## config.mk

```make
export PLATFORM = sky130hd
export DESIGN_NAME = retire_report
export DESIGN_NICKNAME = d
export VERILOG_FILES = /design/src/oo_backend_pkg.sv /design/src/retire_report.sv
export SDC_FILE = /design/constraint.sdc
export NUM_CORES = 1
export LEC_CHECK = 0
export BUFFER_PORTS_ARGS = -buffer_cell sky130_fd_sc_hd__buf_2
export CAP_MARGIN = 20
export CORE_AREA = 2 2 148 150
export DETAILED_ROUTE_END_ITERATION = 16
export DIE_AREA = 0 0 150 152
export GPL_TIMING_DRIVEN = 0
export SYNTH_ARGS = -nofsm -noshare
export SYNTH_HDL_FRONTEND = slang
export SYNTH_SLANG_ARGS = --single-unit
```

## constraint.sdc

```tcl
create_clock -name vclk -period 1.9
set_input_delay 0.38 -clock vclk [all_inputs]
set_output_delay 0.38 -clock vclk [all_outputs]
set_load 0.005 [all_outputs]
```

## src/oo_backend_pkg.sv

```systemverilog
//////////////////////////////////////////////////////////////////////
// Shared widths and lane structs for the two-lane back end
// Built for lane_count == 2, and lane 0 is always the older instruction
//////////////////////////////////////////////////////////////////////

package oo_backend_pkg;

  localparam int lane_count     = 2;
  localparam int data_width     = 64;
  localparam int preg_count     = 64;
  localparam int preg_idx_width = 6;
  localparam int arch_idx_width = 5;
  localparam int rob_idx_width  = 5;
  localparam int alu_func_width = 5;
  localparam int ir_width       = 32;

  localparam logic [preg_idx_width-1:0] zero_preg = '0;  // Hardwired zero
  localparam logic [ir_width-1:0]       halt_inst = 32'h555;

  typedef enum logic [3:0] {
    no_error          = 4'd0,
    halted_on_halt    = 4'd1,
    halted_on_illegal = 4'd2
  } err_status_t;

  //////////////////////////////////////////////////////////////////////
  // Lane payloads

  typedef struct packed {
    logic                      valid;
    logic [preg_idx_width-1:0] tag;
    logic [data_width-1:0]     value;
  } cdb_lane_t;

  typedef struct packed {
    logic                      valid;
    logic [preg_idx_width-1:0] prega;
    logic [preg_idx_width-1:0] pregb;
    logic [preg_idx_width-1:0] pdest;
    logic [alu_func_width-1:0] alu_func;
    logic [rob_idx_width-1:0]  rob_idx;
  } issue_lane_t;

  typedef struct packed {
    logic                      valid;
    logic [data_width-1:0]     opa;
    logic [data_width-1:0]     opb;
    logic [preg_idx_width-1:0] pdest;
    logic [alu_func_width-1:0] alu_func;
    logic [rob_idx_width-1:0]  rob_idx;
  } ex_lane_t;

  typedef struct packed {
    logic                      valid;
    logic                      illegal;
    logic [ir_width-1:0]       ir;
    logic [arch_idx_width-1:0] adest;
    logic [preg_idx_width-1:0] pdest;
  } retire_lane_t;

  typedef struct packed {
    logic                      wr_en;
    logic [arch_idx_width-1:0] wr_idx;
    logic [data_width-1:0]     wr_data;
  } commit_lane_t;

endpackage
```

## src/retire_report.sv

```systemverilog
//////////////////////////////////////////////////////////////////////
// Purely combinational, reads the file before this cycle's CDB write
// Count and status logic assume exactly two retiring lanes
//////////////////////////////////////////////////////////////////////

`timescale 1ns/1ns

module retire_report
  import oo_backend_pkg::*;
(
  input  retire_lane_t              retire       [lane_count],
  output logic [preg_idx_width-1:0] commit_idx   [lane_count],
  input  logic [data_width-1:0]     commit_value [lane_count],
  output commit_lane_t              commit       [lane_count],
  output logic [3:0]                completed_insts,
  output err_status_t               error_status
);

  logic [lane_count-1:0] valid_vec;
  logic [lane_count-1:0] illegal_vec;
  logic [lane_count-1:0] halt_vec;

  //////////////////////////////////////////////////////////////////////
  // Architectural commit writes

  always_comb
  begin
    for (int l = 0; l < lane_count; l++)
    begin
      commit_idx[l]     = retire[l].pdest;
      commit[l].wr_en   = retire[l].valid && (retire[l].pdest != zero_preg);
      commit[l].wr_idx  = retire[l].adest;
      commit[l].wr_data = commit_value[l];

      valid_vec[l]   = retire[l].valid;
      illegal_vec[l] = retire[l].illegal;
      halt_vec[l]    = retire[l].valid && (retire[l].ir == halt_inst);
    end
  end

  //////////////////////////////////////////////////////////////////////
  // Completed count and halt status

  always_comb
  begin
    if (illegal_vec[0])
      completed_insts = '0;  // Nothing from this pair counts
    else if (illegal_vec[1])
      completed_insts = 4'(valid_vec[0]);
    else
      completed_insts = 4'(valid_vec[0]) + 4'(valid_vec[1]);
  end

  // Younger lane first, so the older lane overrides it
  always_comb
  begin
    error_status = no_error;
    for (int l = lane_count - 1; l >= 0; l--)
    begin
      if (halt_vec[l])
        error_status = halted_on_halt;
      else if (valid_vec[l] && illegal_vec[l])
        error_status = halted_on_illegal;
    end
  end

endmodule

```

# [Word level (Yosys, flattened, before mapping)]
# Index checks and enable logic that the tools add are counted.
[totals] reg_bits=0 inputBits=218 output_inout_bits=160 elab_cells=17
[op_classes] n_addsub=1 n_eq_ne=2 mux=6 reduce_logical=8
[op_table] cell="32-bit by 11-bit == test with 1-bit output (second input constant)" n=2
[op_table] cell="6-bit nonzero test" n=2
[op_table] cell="2-bit two-way mux" n=4
[op_table] cell="4-bit two-way mux" n=2
[op_table] cell="1-bit logical AND" n=6
[op_table] cell="1-bit by 1-bit adder with 2-bit output" n=1

# [Depth between registers and ports, before layout]
[logic_depth] depth_word=5 mapped_depth=4 mapped_depth_nobuf=4

# [Worst setup path before layout]
# No wires, ideal clock.
[synth_timing] path_type="input -> output" startpoint="input retire[18] in the netlist's numbering" endpoint="output error_status[0]" arrival_time_ns=1.144 t_required_ns=1.520 setup_slack_ns=0.376 stages=4 n_path_buf=0 path_cell_list="and4bb_2 nand4_1 nor4_2 a21o_1"
[synth_via] elab_chain_cells=5
[synth_lines] element="from (decl)" line="retire_report.sv:11" text="input retire_lane_t retire [lane_count],"
[synth_lines] element="32-bit by 11-bit == test with 1-bit output" line="retire_report.sv:37" text="halt_vec[l] = retire[l].valid && (retire[l].ir == halt_inst);"
[synth_lines] element="1-bit logical AND" line="retire_report.sv:37"
[synth_lines] element="2-bit two-way mux" line="retire_report.sv:60" text="if (halt_vec[l])"
[synth_lines] element="4-bit two-way mux" line="retire_report.sv:62" text="else if (valid_vec[l] && illegal_vec[l])"
[synth_lines] element="4-bit two-way mux" line="retire_report.sv:60"
[synth_lines] element="to (decl)" line="retire_report.sv:16" text="output err_status_t error_status"
# Every way passes these cells.

# [Final worst setup path]
[layout_timing] startpoint="input retire[16] in the netlist's numbering" endpoint="output error_status[0]"
# The elaborated chain is that of the path after synthesis.

==> results.txt <==
----------------------------------------------------
[Power]
  Cell Int Power ... 389.4 uW
  Switching component of the power ... 180.8 uW
  P per Cell Area ... 184.1 nW/um2
  Clock power share ... 0%
  Switching share of power ... 31.71%
  Combinational group share of total power ... 100.0%
  Lkg Pwr ... 0.001797 uW
  Part of the total power dissipated in sequential elements ... 0%
  Worst-case vdd ir drop ... 0.00004287 V

[Setup path]
  Critical path startpoint category ... input port
  Largest fanout of any net on the critical path ... 2
  Kind of critical path ... in2out
  Worst path most repeated cell ... buf_6
  Slowest-stage cell, CP ... nor4_4
  Chain of cells forming the critical path ... buf_6, and4bb_2, nand4_1, nor4_4, a21o_1, buf_6
  Sort of element at the end of the critical path ... output port
  Data required time at the worst endpoint ... 1.52 ns
  WP data arrival ... 1.59 ns
  Crit-path max cell delay ... 0.40 ns

[Logic synthesis]
  Post-synth top area share ... 80.00%
  Cell type contributing the most total cell area after synthesis ... buf_4
  Top-count cell post-synth ... buf_4
  Average instance area after synthesis ... 7.527 um2
  Number of warnings reported in the yosys synthesis log ... 0
  Number of instances in the synthesized netlist ... 192
  Top post-synthesis cells by count ... buf_4 (154), nor4_1 (5), nor2_1 (4), nand4_1 (3)
  Cell variety after synth ... 21
  Post-synthesis sequential area ratio ... 0%
  Post-synth design cell area ... 1445 um2
  Biggest area contributors in the synthesized netlist ... buf_4 (80%), nor4_1 (2.2%), nor4b_2 (2.1%)

[Final layout]
  Area occupied by registers ... 0 um2
  Post-layout instance count excluding filler cells ... 713
  Nets ... 652
  Share of final-layout standard cells stronger than drive strength 1 ... 93.04%
  Area of the multi-input gates ... 361.6 um2
  Area growth from synthesis to layout ... 114.4%
  Finished layout cell area ... 3098 um2
  Number of fill cells ... 2443
  Number of sequential cells ... 0
  # clk buffers ... 0
  Final core occ ... 14.51%

[Route]
  Routed Wire Length ... 7785 um
  Via count of the routed design ... 2000
  DR iter-0 viols ... 49
  Wire per inst ... 10.92 um
  Final antenna-violating net count ... 0
  Vias per cell ... 2.805
  Post-route DRC ... 0
  Number of optimization iterations in the first detailed-route pass ... 4

[Run status]
  Violated checks ... negative setup slack
  Result of the run ... finished, violations left

[GRT]
  Antenna violations before repair ... 3
  Wire length of the first global-routing pass ... 9673 um
  Pin count of the biggest net entering global routing ... 7
  Total overflow reported by the global router ... 0
  All-Layer GR Usage ... 5.696%
  Vias in the first global route ... 1762

[Place]
  Final RePlAce weighted congestion ... 0.8756
  Post-Place Cells ... 711
  Total cell area at the placement stage ... 2988 um2
  Count of input and output buffers ... 236

[STA]
  RSZ-0062 raised after global routing ... true
  F_max ... 507.6 MHz
  Final setup viols ... 2
  Period utilization ... 103.7%
  Worst hold slack ... 0.9251 ns
  Max Transition Viols Final ... 0
  Smallest setup slack after layout ... -0.07009 ns
  Sum of negative setup slack ... -0.1081 ns
  Final Hold Viols ... 0
  Final critical-path required period ... 1.970 ns

[Flow run]
  Reported max-cap violation count ... 0

[Die]
  Die area ... 22800 um2
  Starting density of the core ... 6.769%
  Standard-cell row count ... 54
  Die height ... 152 um
  Die extent in x ... 150 um
  Total I/O pin count ... 378
  Core area ... 21350 um2

[Clock tree]
  Quantity of hold-fixing buffers added after cts ... 0
  Setup fix buffers added after clock tree synthesis ... 0

[Hold path]
  Hold Crit Class ... in2out

----------------------------------------------------
[cell families after synthesis]
kind of cell	after synthesis	synth area share (%)
adder cells (fa/ha/maj)	1	0.8657
AND/OR/NAND/NOR	29	14.89
AO/OA/AOI/OAI	6	3.290
multiplexers	1	0.6927
buffers and inverters	154	80.00
other	1	0.2595
[power by group through the flow]
| stage | logic, uW | registers, uW | clock network (uW) |
|---|---|---|---|
| 6_report | 570 | 0 | 0.000141 |
| 5_1_grt | 623 | 0 | 0.0000703 |
| 4_1_cts | 570 | 0 | 0 |
| 3_5_place_dp | 561 | 0 | 0 |
| 3_3_place_gp | 557 | 0 | 0 |
| 2_1_floorplan | 286 | 0 | 0 |
[path summary, 6_finish.rpt]
path	start	endpoint	depth (start not counted)
min	commit_value[14]	commit[14]	2
max	retire[16]	error_status[0]	6
[final cells by class]
| cell class | instances | share of cell area (%) |
|---|---|---|
| Multi-Input combinational cell | 41 | 11.67 |
| Antenna cell | 2 | 0.1616 |
| Buffer | 154 | 37.32 |
| Tap cell | 280 | 11.31 |
| Timing Repair Buffer | 236 | 39.54 |
[cells in the final DEF (no fill, tap or decap), types with 2 or more instances in the layout]
| cell type | count |
|---|---|
| o31a_1 | 2 |
| nor2_1 | 3 |
| nor4_1 | 4 |
| and4bb_2 | 2 |
| nor3_1 | 2 |
| buf_4 | 154 |
| buf_2 | 229 |
| or4_1 | 2 |
| nor4_4 | 2 |
| nand4_1 | 3 |
| nor4bb_1 | 2 |
| conb_1 | 4 |
| buf_6 | 7 |
| diode_2 | 2 |
| nor4b_2 | 2 |
[metal layers]
metal  global-route usage, %  vias up  wire, um  share of wire, %
met2                   12.92      221      4425                57
met4                  0.4492        2        57              0.73
met3                   1.562        4      1192                15
met5                       0        -        13              0.17
li1                        -      953         -                 -
met1                   4.764      820      2096                27
[stage by stage]
step,total power [uW],setup slack [ns]
2_1_floorplan,285.9,0.3760
4_1_cts,569.7,-0.1880
3_5_place_dp,560.6,-0.5422
6_report,570.2,-0.07009
5_1_grt,622.7,-0.1582
3_3_place_gp,556.7,-0.5380
[repair_timing]
| action | 4_1_cts | 5_1_grt |
|---|---|---|
| resized for setup | 9 | 8 |
| hold endpoints to repair | 0 | 0 |
| gates cloned | 0 | 0 |
| endpoints found under the setup margin | 2 | 2 |
| pin swaps | 4 | 5 |
[worst max-delay path, delay by kind of cell]
kind | cells | cell delay [ns]
compound gates | 1 | 0.16
simple gates | 3 | 0.85
buf+inv | 2 | 0.20
Power figures use the tool's default switching activity.
