`config.mk`:
```
export PLATFORM = sky130hd
export DESIGN_NAME = operand_stage
export DESIGN_NICKNAME = d
export VERILOG_FILES = /design/src/oo_backend_pkg.sv /design/src/operand_stage.sv
export SDC_FILE = /design/constraint.sdc
export NUM_CORES = 1
export LEC_CHECK = 0
export BUFFER_PORTS_ARGS = -buffer_cell sky130_fd_sc_hd__buf_4
export CORE_AREA = 10 10 290 292
export DETAILED_ROUTE_END_ITERATION = 10
export DIE_AREA = 0 0 300 302
export PLACE_DENSITY = 0.42
export SYNTH_ARGS = -nofsm -noshare
export SYNTH_HDL_FRONTEND = slang
export SYNTH_SLANG_ARGS = --single-unit
```
`constraint.sdc`:
```
create_clock -name clock -period 0.8 [get_ports clock]
set_input_delay 0.04 -clock clock [delete_from_list [all_inputs] [get_ports clock]]
set_output_delay 0.04 -clock clock [all_outputs]
set_load 0.005 [all_outputs]
```
`src/oo_backend_pkg.sv`:
```
//////////////////////////////////////////////////////////////////////
// Shared widths and lane structs for the two-lane back end
// Built for lane_count == 2, and lane 0 is always the older instruction
//////////////////////////////////////////////////////////////////////

package oo_backend_pkg;

  localparam int lane_count     = 2;
  localparam int data_width     = 64;
  localparam int preg_count     = 64;
  localparam int preg_idx_width = 6;
  localparam int arch_idx_width = 5;
  localparam int rob_idx_width  = 5;
  localparam int alu_func_width = 5;
  localparam int ir_width       = 32;

  localparam logic [preg_idx_width-1:0] zero_preg = '0;  // Hardwired zero
  localparam logic [ir_width-1:0]       halt_inst = 32'h555;

  typedef enum logic [3:0] {
    no_error          = 4'd0,
    halted_on_halt    = 4'd1,
    halted_on_illegal = 4'd2
  } err_status_t;

  //////////////////////////////////////////////////////////////////////
  // Lane payloads

  typedef struct packed {
    logic                      valid;
    logic [preg_idx_width-1:0] tag;
    logic [data_width-1:0]     value;
  } cdb_lane_t;

  typedef struct packed {
    logic                      valid;
    logic [preg_idx_width-1:0] prega;
    logic [preg_idx_width-1:0] pregb;
    logic [preg_idx_width-1:0] pdest;
    logic [alu_func_width-1:0] alu_func;
    logic [rob_idx_width-1:0]  rob_idx;
  } issue_lane_t;

  typedef struct packed {
    logic                      valid;
    logic [data_width-1:0]     opa;
    logic [data_width-1:0]     opb;
    logic [preg_idx_width-1:0] pdest;
    logic [alu_func_width-1:0] alu_func;
    logic [rob_idx_width-1:0]  rob_idx;
  } ex_lane_t;

  typedef struct packed {
    logic                      valid;
    logic                      illegal;
    logic [ir_width-1:0]       ir;
    logic [arch_idx_width-1:0] adest;
    logic [preg_idx_width-1:0] pdest;
  } retire_lane_t;

  typedef struct packed {
    logic                      wr_en;
    logic [arch_idx_width-1:0] wr_idx;
    logic [data_width-1:0]     wr_data;
  } commit_lane_t;

endpackage
```
`src/operand_stage.sv`:
```
//////////////////////////////////////////////////////////////////////
// Issue/execute register advances every cycle, no back-pressure
// Flush empties the register at the edge on which it is sampled
//////////////////////////////////////////////////////////////////////

`timescale 1ns/1ns

module operand_stage
  import oo_backend_pkg::*;
(
  input  logic                      clock,
  input  logic                      rst_n,
  input  logic                      flush,
  input  issue_lane_t               issue      [lane_count],
  input  cdb_lane_t                 cdb        [lane_count],
  output logic [preg_idx_width-1:0] preg_idx   [2*lane_count],
  input  logic [data_width-1:0]     preg_value [2*lane_count],
  output ex_lane_t                  ex         [lane_count]
);

  ex_lane_t ex_next [lane_count];

  // Zero register, then CDB lane 0, then lane 1, then the file
  function automatic logic [data_width-1:0] pick_operand(
    input logic [preg_idx_width-1:0] idx,
    input logic [data_width-1:0]     file_value,
    input cdb_lane_t                 bus [lane_count]
  );
    logic [data_width-1:0] result;
    result = file_value;
    for (int l = lane_count - 1; l >= 0; l--)
    begin
      if (bus[l].valid && (bus[l].tag == idx))
      begin
        result = bus[l].value;  // Lane 0 visited last
      end
    end
    if (idx == zero_preg)
    begin
      result = '0;
    end
    return result;
  endfunction

  //////////////////////////////////////////////////////////////////////
  // Operand read and bypass

  always_comb
  begin
    for (int l = 0; l < lane_count; l++)
    begin
      preg_idx[2*l]   = issue[l].prega;
      preg_idx[2*l+1] = issue[l].pregb;

      ex_next[l].valid    = issue[l].valid;
      ex_next[l].opa      = pick_operand(issue[l].prega, preg_value[2*l], cdb);
      ex_next[l].opb      = pick_operand(issue[l].pregb, preg_value[2*l+1], cdb);
      ex_next[l].pdest    = issue[l].pdest;
      ex_next[l].alu_func = issue[l].alu_func;
      ex_next[l].rob_idx  = issue[l].rob_idx;
    end
  end

  //////////////////////////////////////////////////////////////////////
  // Issue/execute register

  always_ff @(posedge clock or negedge rst_n)
  begin
    if (!rst_n)
    begin
      for (int l = 0; l < lane_count; l++)
      begin
        ex[l] <= '0;
      end
    end
    else if (flush)  // Mispredict recovery
    begin
      for (int l = 0; l < lane_count; l++)
      begin
        ex[l] <= '0;
      end
    end
    else
    begin
      ex <= ex_next;
    end
  end

endmodule

```
# Yosys cells after proc, flatten, opt, wreduce, memory -nomap -nowiden

Cells that the tools add are included.

Equality and inequality tests: 8
Mux-type cells: 13
Reduce and logical (&&, ||, !) cells: 12

Operators by type and width:

| kind                | number |
|---|---|
| 64-bit two-way mux  | 12 |
| 290-bit two-way mux | 1 |
| 6-bit == test       | 8 |
| 6-bit zero test     | 4 |
| 1-bit logical AND   | 8 |

Register bits after elaboration: 290
Bits of input ports: 459
Output and inout port bits: 314
Logic and storage cells: 45

# Depth between registers and ports, before layout

Depth in word-level cells: 6
Depth in mapped cells: 7
Gate-level depth less buffers: 4

# Worst setup path before layout

Ideal clock, no wire load.

Path kind: in2reg
Start: input issue[55] in the netlist's numbering
End: register ex[229] in the netlist's numbering
Library setup time: 0.141 ns
Data arrival time: 1.223 ns
Data required time: 0.659 ns
Slack: -0.564 ns
Stages: 6
Path buffers: 2
Cell sequence: xor2_1 or4b_1 buf_4 buf_6 o21ai_1 a31oi_1

Longest elaborated chain between the ends: 6
Elaborated cells between the ends (all ways): 9
Classes of those cells: 2 x eq/ne; 4 x mux; 3 x reduce/logical

Ends and longest elaborated chain:

| what                            | line                | source |
|---|---|---|
| start, declared                 | operand_stage.sv:14 | `input issue_lane_t issue [lane_count],` |
| 6-bit == test                   | operand_stage.sv:33 | `if (bus[l].valid && (bus[l].tag == idx))` |
| 1-bit logical AND               | operand_stage.sv:33 |  |
| 64-bit two-way mux (2 in a row) | operand_stage.sv:33 |  |
| 64-bit two-way mux (*)          | operand_stage.sv:38 | `if (idx == zero_preg)` |
| 290-bit two-way mux (*)         | operand_stage.sv:76 | `else if (flush)` |
| end signal, assigned            | operand_stage.sv:85 | `ex <= ex_next;` |
| end, declared                   | operand_stage.sv:18 | `output ex_lane_t ex [lane_count]` |

Every way passes the cells marked *; elsewhere a longest branch is shown, timed or not.

# Final worst setup path

Start: input issue[25] in the netlist's numbering
End: register ex[88] in the netlist's numbering

Same word-level chain as after synthesis.

==> qor.txt <==
Commonest non-fill, non-tap cell in the layout -> buf_4
Max reg flops -> 290
Die Y -> 302 um
Most frequent cells in the layout -> buf_4, dlygate4sd3_1, buf_6
Failing checks -> hold timing, setup timing
First-pass GRT wire length -> 180 mm
Worst-case clock buffer depth -> 3
Post-Syn Area -> 15900 sq um
CP Max Fanout -> 8
Synthesized Nets -> 2170
Clock H-tree levels -> 2
Reg area -> 7260 sq um
Largest family of logic cells by synthesized area -> compound AO/OA/AOI/OAI gates
Avg Vias per Cell -> 5.62
Placed Instances -> 3484
Post-DP HPWL -> 89.3 mm
Final period utilization -> 151%
Bufs and invs on worst path -> 4
Peak VDD IR -> 0.00104 V
Row Count -> 103
Fillers -> 7383
Die Area -> 90600 sq um
Worst-margin pin slew -> 0.584 ns
# nets final -> 3464
Max-cap violations -> 0
Worst path depth -> 8
Pre-CTS WS -> -0.946 ns
GRT overflow -> 0
Starting Density -> 20.3%
Final WL -> 136 mm
Number of I/O port buffers -> 772
Vias in the first global route -> 23300
DRT Pass-1 Iters -> 6
Num ports -> 773
Layout area overhead -> 119%
Slew Limit Fails -> 0
Core Region -> 78400 sq um
Synth Area per Inst -> 9.30 sq um
Min Tclk post-route -> 1.21 ns
Num Clock Sinks -> 290
Clock-pin slew of the registers on the worst-case setup and hold paths -> 0.06 ns
Post-DR wirelength/cell -> 33.3 um
DRC -> 0
Kind of critical path -> in -> reg
Total CTS buffers -> 40
Worst endpoint data arrival time -> 1.64 ns
Reg with most FFs -> ex
WP data required -> 1.23 ns
Register area share after synthesis -> 45.6%
Post-Route Setup TNS -> -158.35 ns
Post-synthesis simple-gate area fraction -> 13.0%
Layout cells sized above 1 -> 45.7%
Crit path max-delay cell type -> or4b_4
Worst hold slack -> -0.106 ns
XOR/XNOR Fraction of Synth Area -> 2.64%
CTS tree -> yes
Die width -> 300 um
Top flop regs -> ex x290
Setup violators final -> 546
Multiplexer share of the synthesized area -> 0%
Multi-input logic area -> 8790 sq um
Power density cells -> 1480 nW/um^2
Crit path cell chain -> buf_8, xor2_4, or4b_4, buf_12, buf_12, buf_16, o21ai_4, a31oi_1
Most frequent cell on the critical path -> buf_12
Vias -> 23000
Tot GR Track Use -> 27.0%
Initial DRC count -> 2565
P_leak -> 0.0144 uW
Setup WS post-layout -> -0.406 ns
Non-Filler Instances -> 4091
CP top delay family -> simple AND/OR/NAND/NOR gates
Flops & latches, synth -> 290
Post-route ant nets -> 0
Unique cell type count in the Yosys netlist -> 23
Adder-cell share of the synthesized area -> 0%
Syn. warnings -> 0
Largest net degree at the start of global routing -> 104
Rel. slew slack -> 61.1%
Max Clk Rate -> 0.829 GHz
Initial antenna violation count -> 8
Unrepaired setup endpoints after global routing -> yes
Startpoint types -> input pin
Post-synthesis compound-gate area fraction -> 30.3%
Endpoints failing hold -> 12
Slowest stage delay, CP -> 0.59 ns
Clock root buffer -> clkbuf_16
Synth Instances -> 1711
Crit end category -> flip-flop
Placer's final routability congestion estimate -> 0.926
Hold Crit Class -> in -> async
Status -> complete, but fails checks
-- power breakdown --
group / switching (uW) / internal (uW)
clock network: 7740 / 10900
logic: 8360 / 8400
registers: 609 / 15500
-- final timing paths --
path,from,to
setup / recovery,issue[25],ex[88]
min in group clock,cdb[70],ex[17]
hold / removal,rst_n,ex[235]
max in group asynchronous,rst_n,ex[57]
-- Yosys cell counts --
| cell type | number | share of area, % |
|---|---|---|
| nor3_2 | 1 | 0.063 |
| a21oi_1 | 4 | 0.13 |
| buf_2 | 20 | 0.63 |
| nand3_1 | 8 | 0.25 |
| o31ai_1 | 256 | 12 |
| nor2_1 | 4 | 0.094 |
| nor2b_1 | 34 | 1.3 |
| and3_1 | 4 | 0.16 |
| nand4_1 | 260 | 10 |
| xnor2_1 | 36 | 2.0 |
| a31oi_1 | 256 | 10 |
| buf_1 | 9 | 0.21 |
| buf_4 | 27 | 1.3 |
| dfrtp_1 | 290 | 46 |
| clkbuf_1 | 195 | 4.6 |
| o21ai_1 | 240 | 7.6 |
| xor2_1 | 12 | 0.66 |
| o21ai_0 | 16 | 0.50 |
| or2_1 | 4 | 0.16 |
| buf_6 | 24 | 1.7 |
| nor4_1 | 4 | 0.16 |
| or4b_1 | 4 | 0.25 |
| nor3_4 | 3 | 0.31 |
-- cell families after synthesis --
logic type,Yosys count
AO/OA/AOI/OAI,772
AND/OR/NAND/NOR,326
buffers and inverters,275
flip-flops,290
XOR/XNOR,48
-- final cells by class --
cell class / instances / area share, %
multi-input cells: 1148 / 25.3
flip-flops and latches: 290 / 20.9
repair buffers: 1525 / 46.2
clock inverters: 16 / 0.432
well taps: 1050 / 3.78
clock buffers: 56 / 3.37
diodes: 6 / 0.0432
-- layer usage --
layer  vias up  GRT usage [%]  part of all wire, %
li1       9425              -                    -
met1     11400           32.9                   38
met2      1769           44.8                   47
met3       385           7.90                   11
met4        12           10.1                  4.6
met5         -              0                0.057
-- through the flow --
stage / power [uW] / hold slack, ns / instance area [sq um] / util [%]
after CTS: 50300 / -0.133 / 33000 / 42.2
after detailed placement: 27800 / -0.130 / 24700 / 31.5
final: 51500 / -0.106 / 34800 / 44.4
after global placement: 27800 / -0.130 / 24700 / 31.5
after global routing: 53000 / -0.103 / 34800 / 44.4
after floorplan: 19700 / -0.256 / 16000 / -
-- what timing repair did --
action                                 in CTS  in global routing
buffers inserted                           29                 43
setup endpoints to repair                 546                546
gates resized for setup                   421                222
pin swaps                                  33                138
endpoints found under the hold margin     580                 13
hold buffers                              423                  2
gates cloned                               27                 24
No activity file was read; power rests on OpenSTA's default activity.
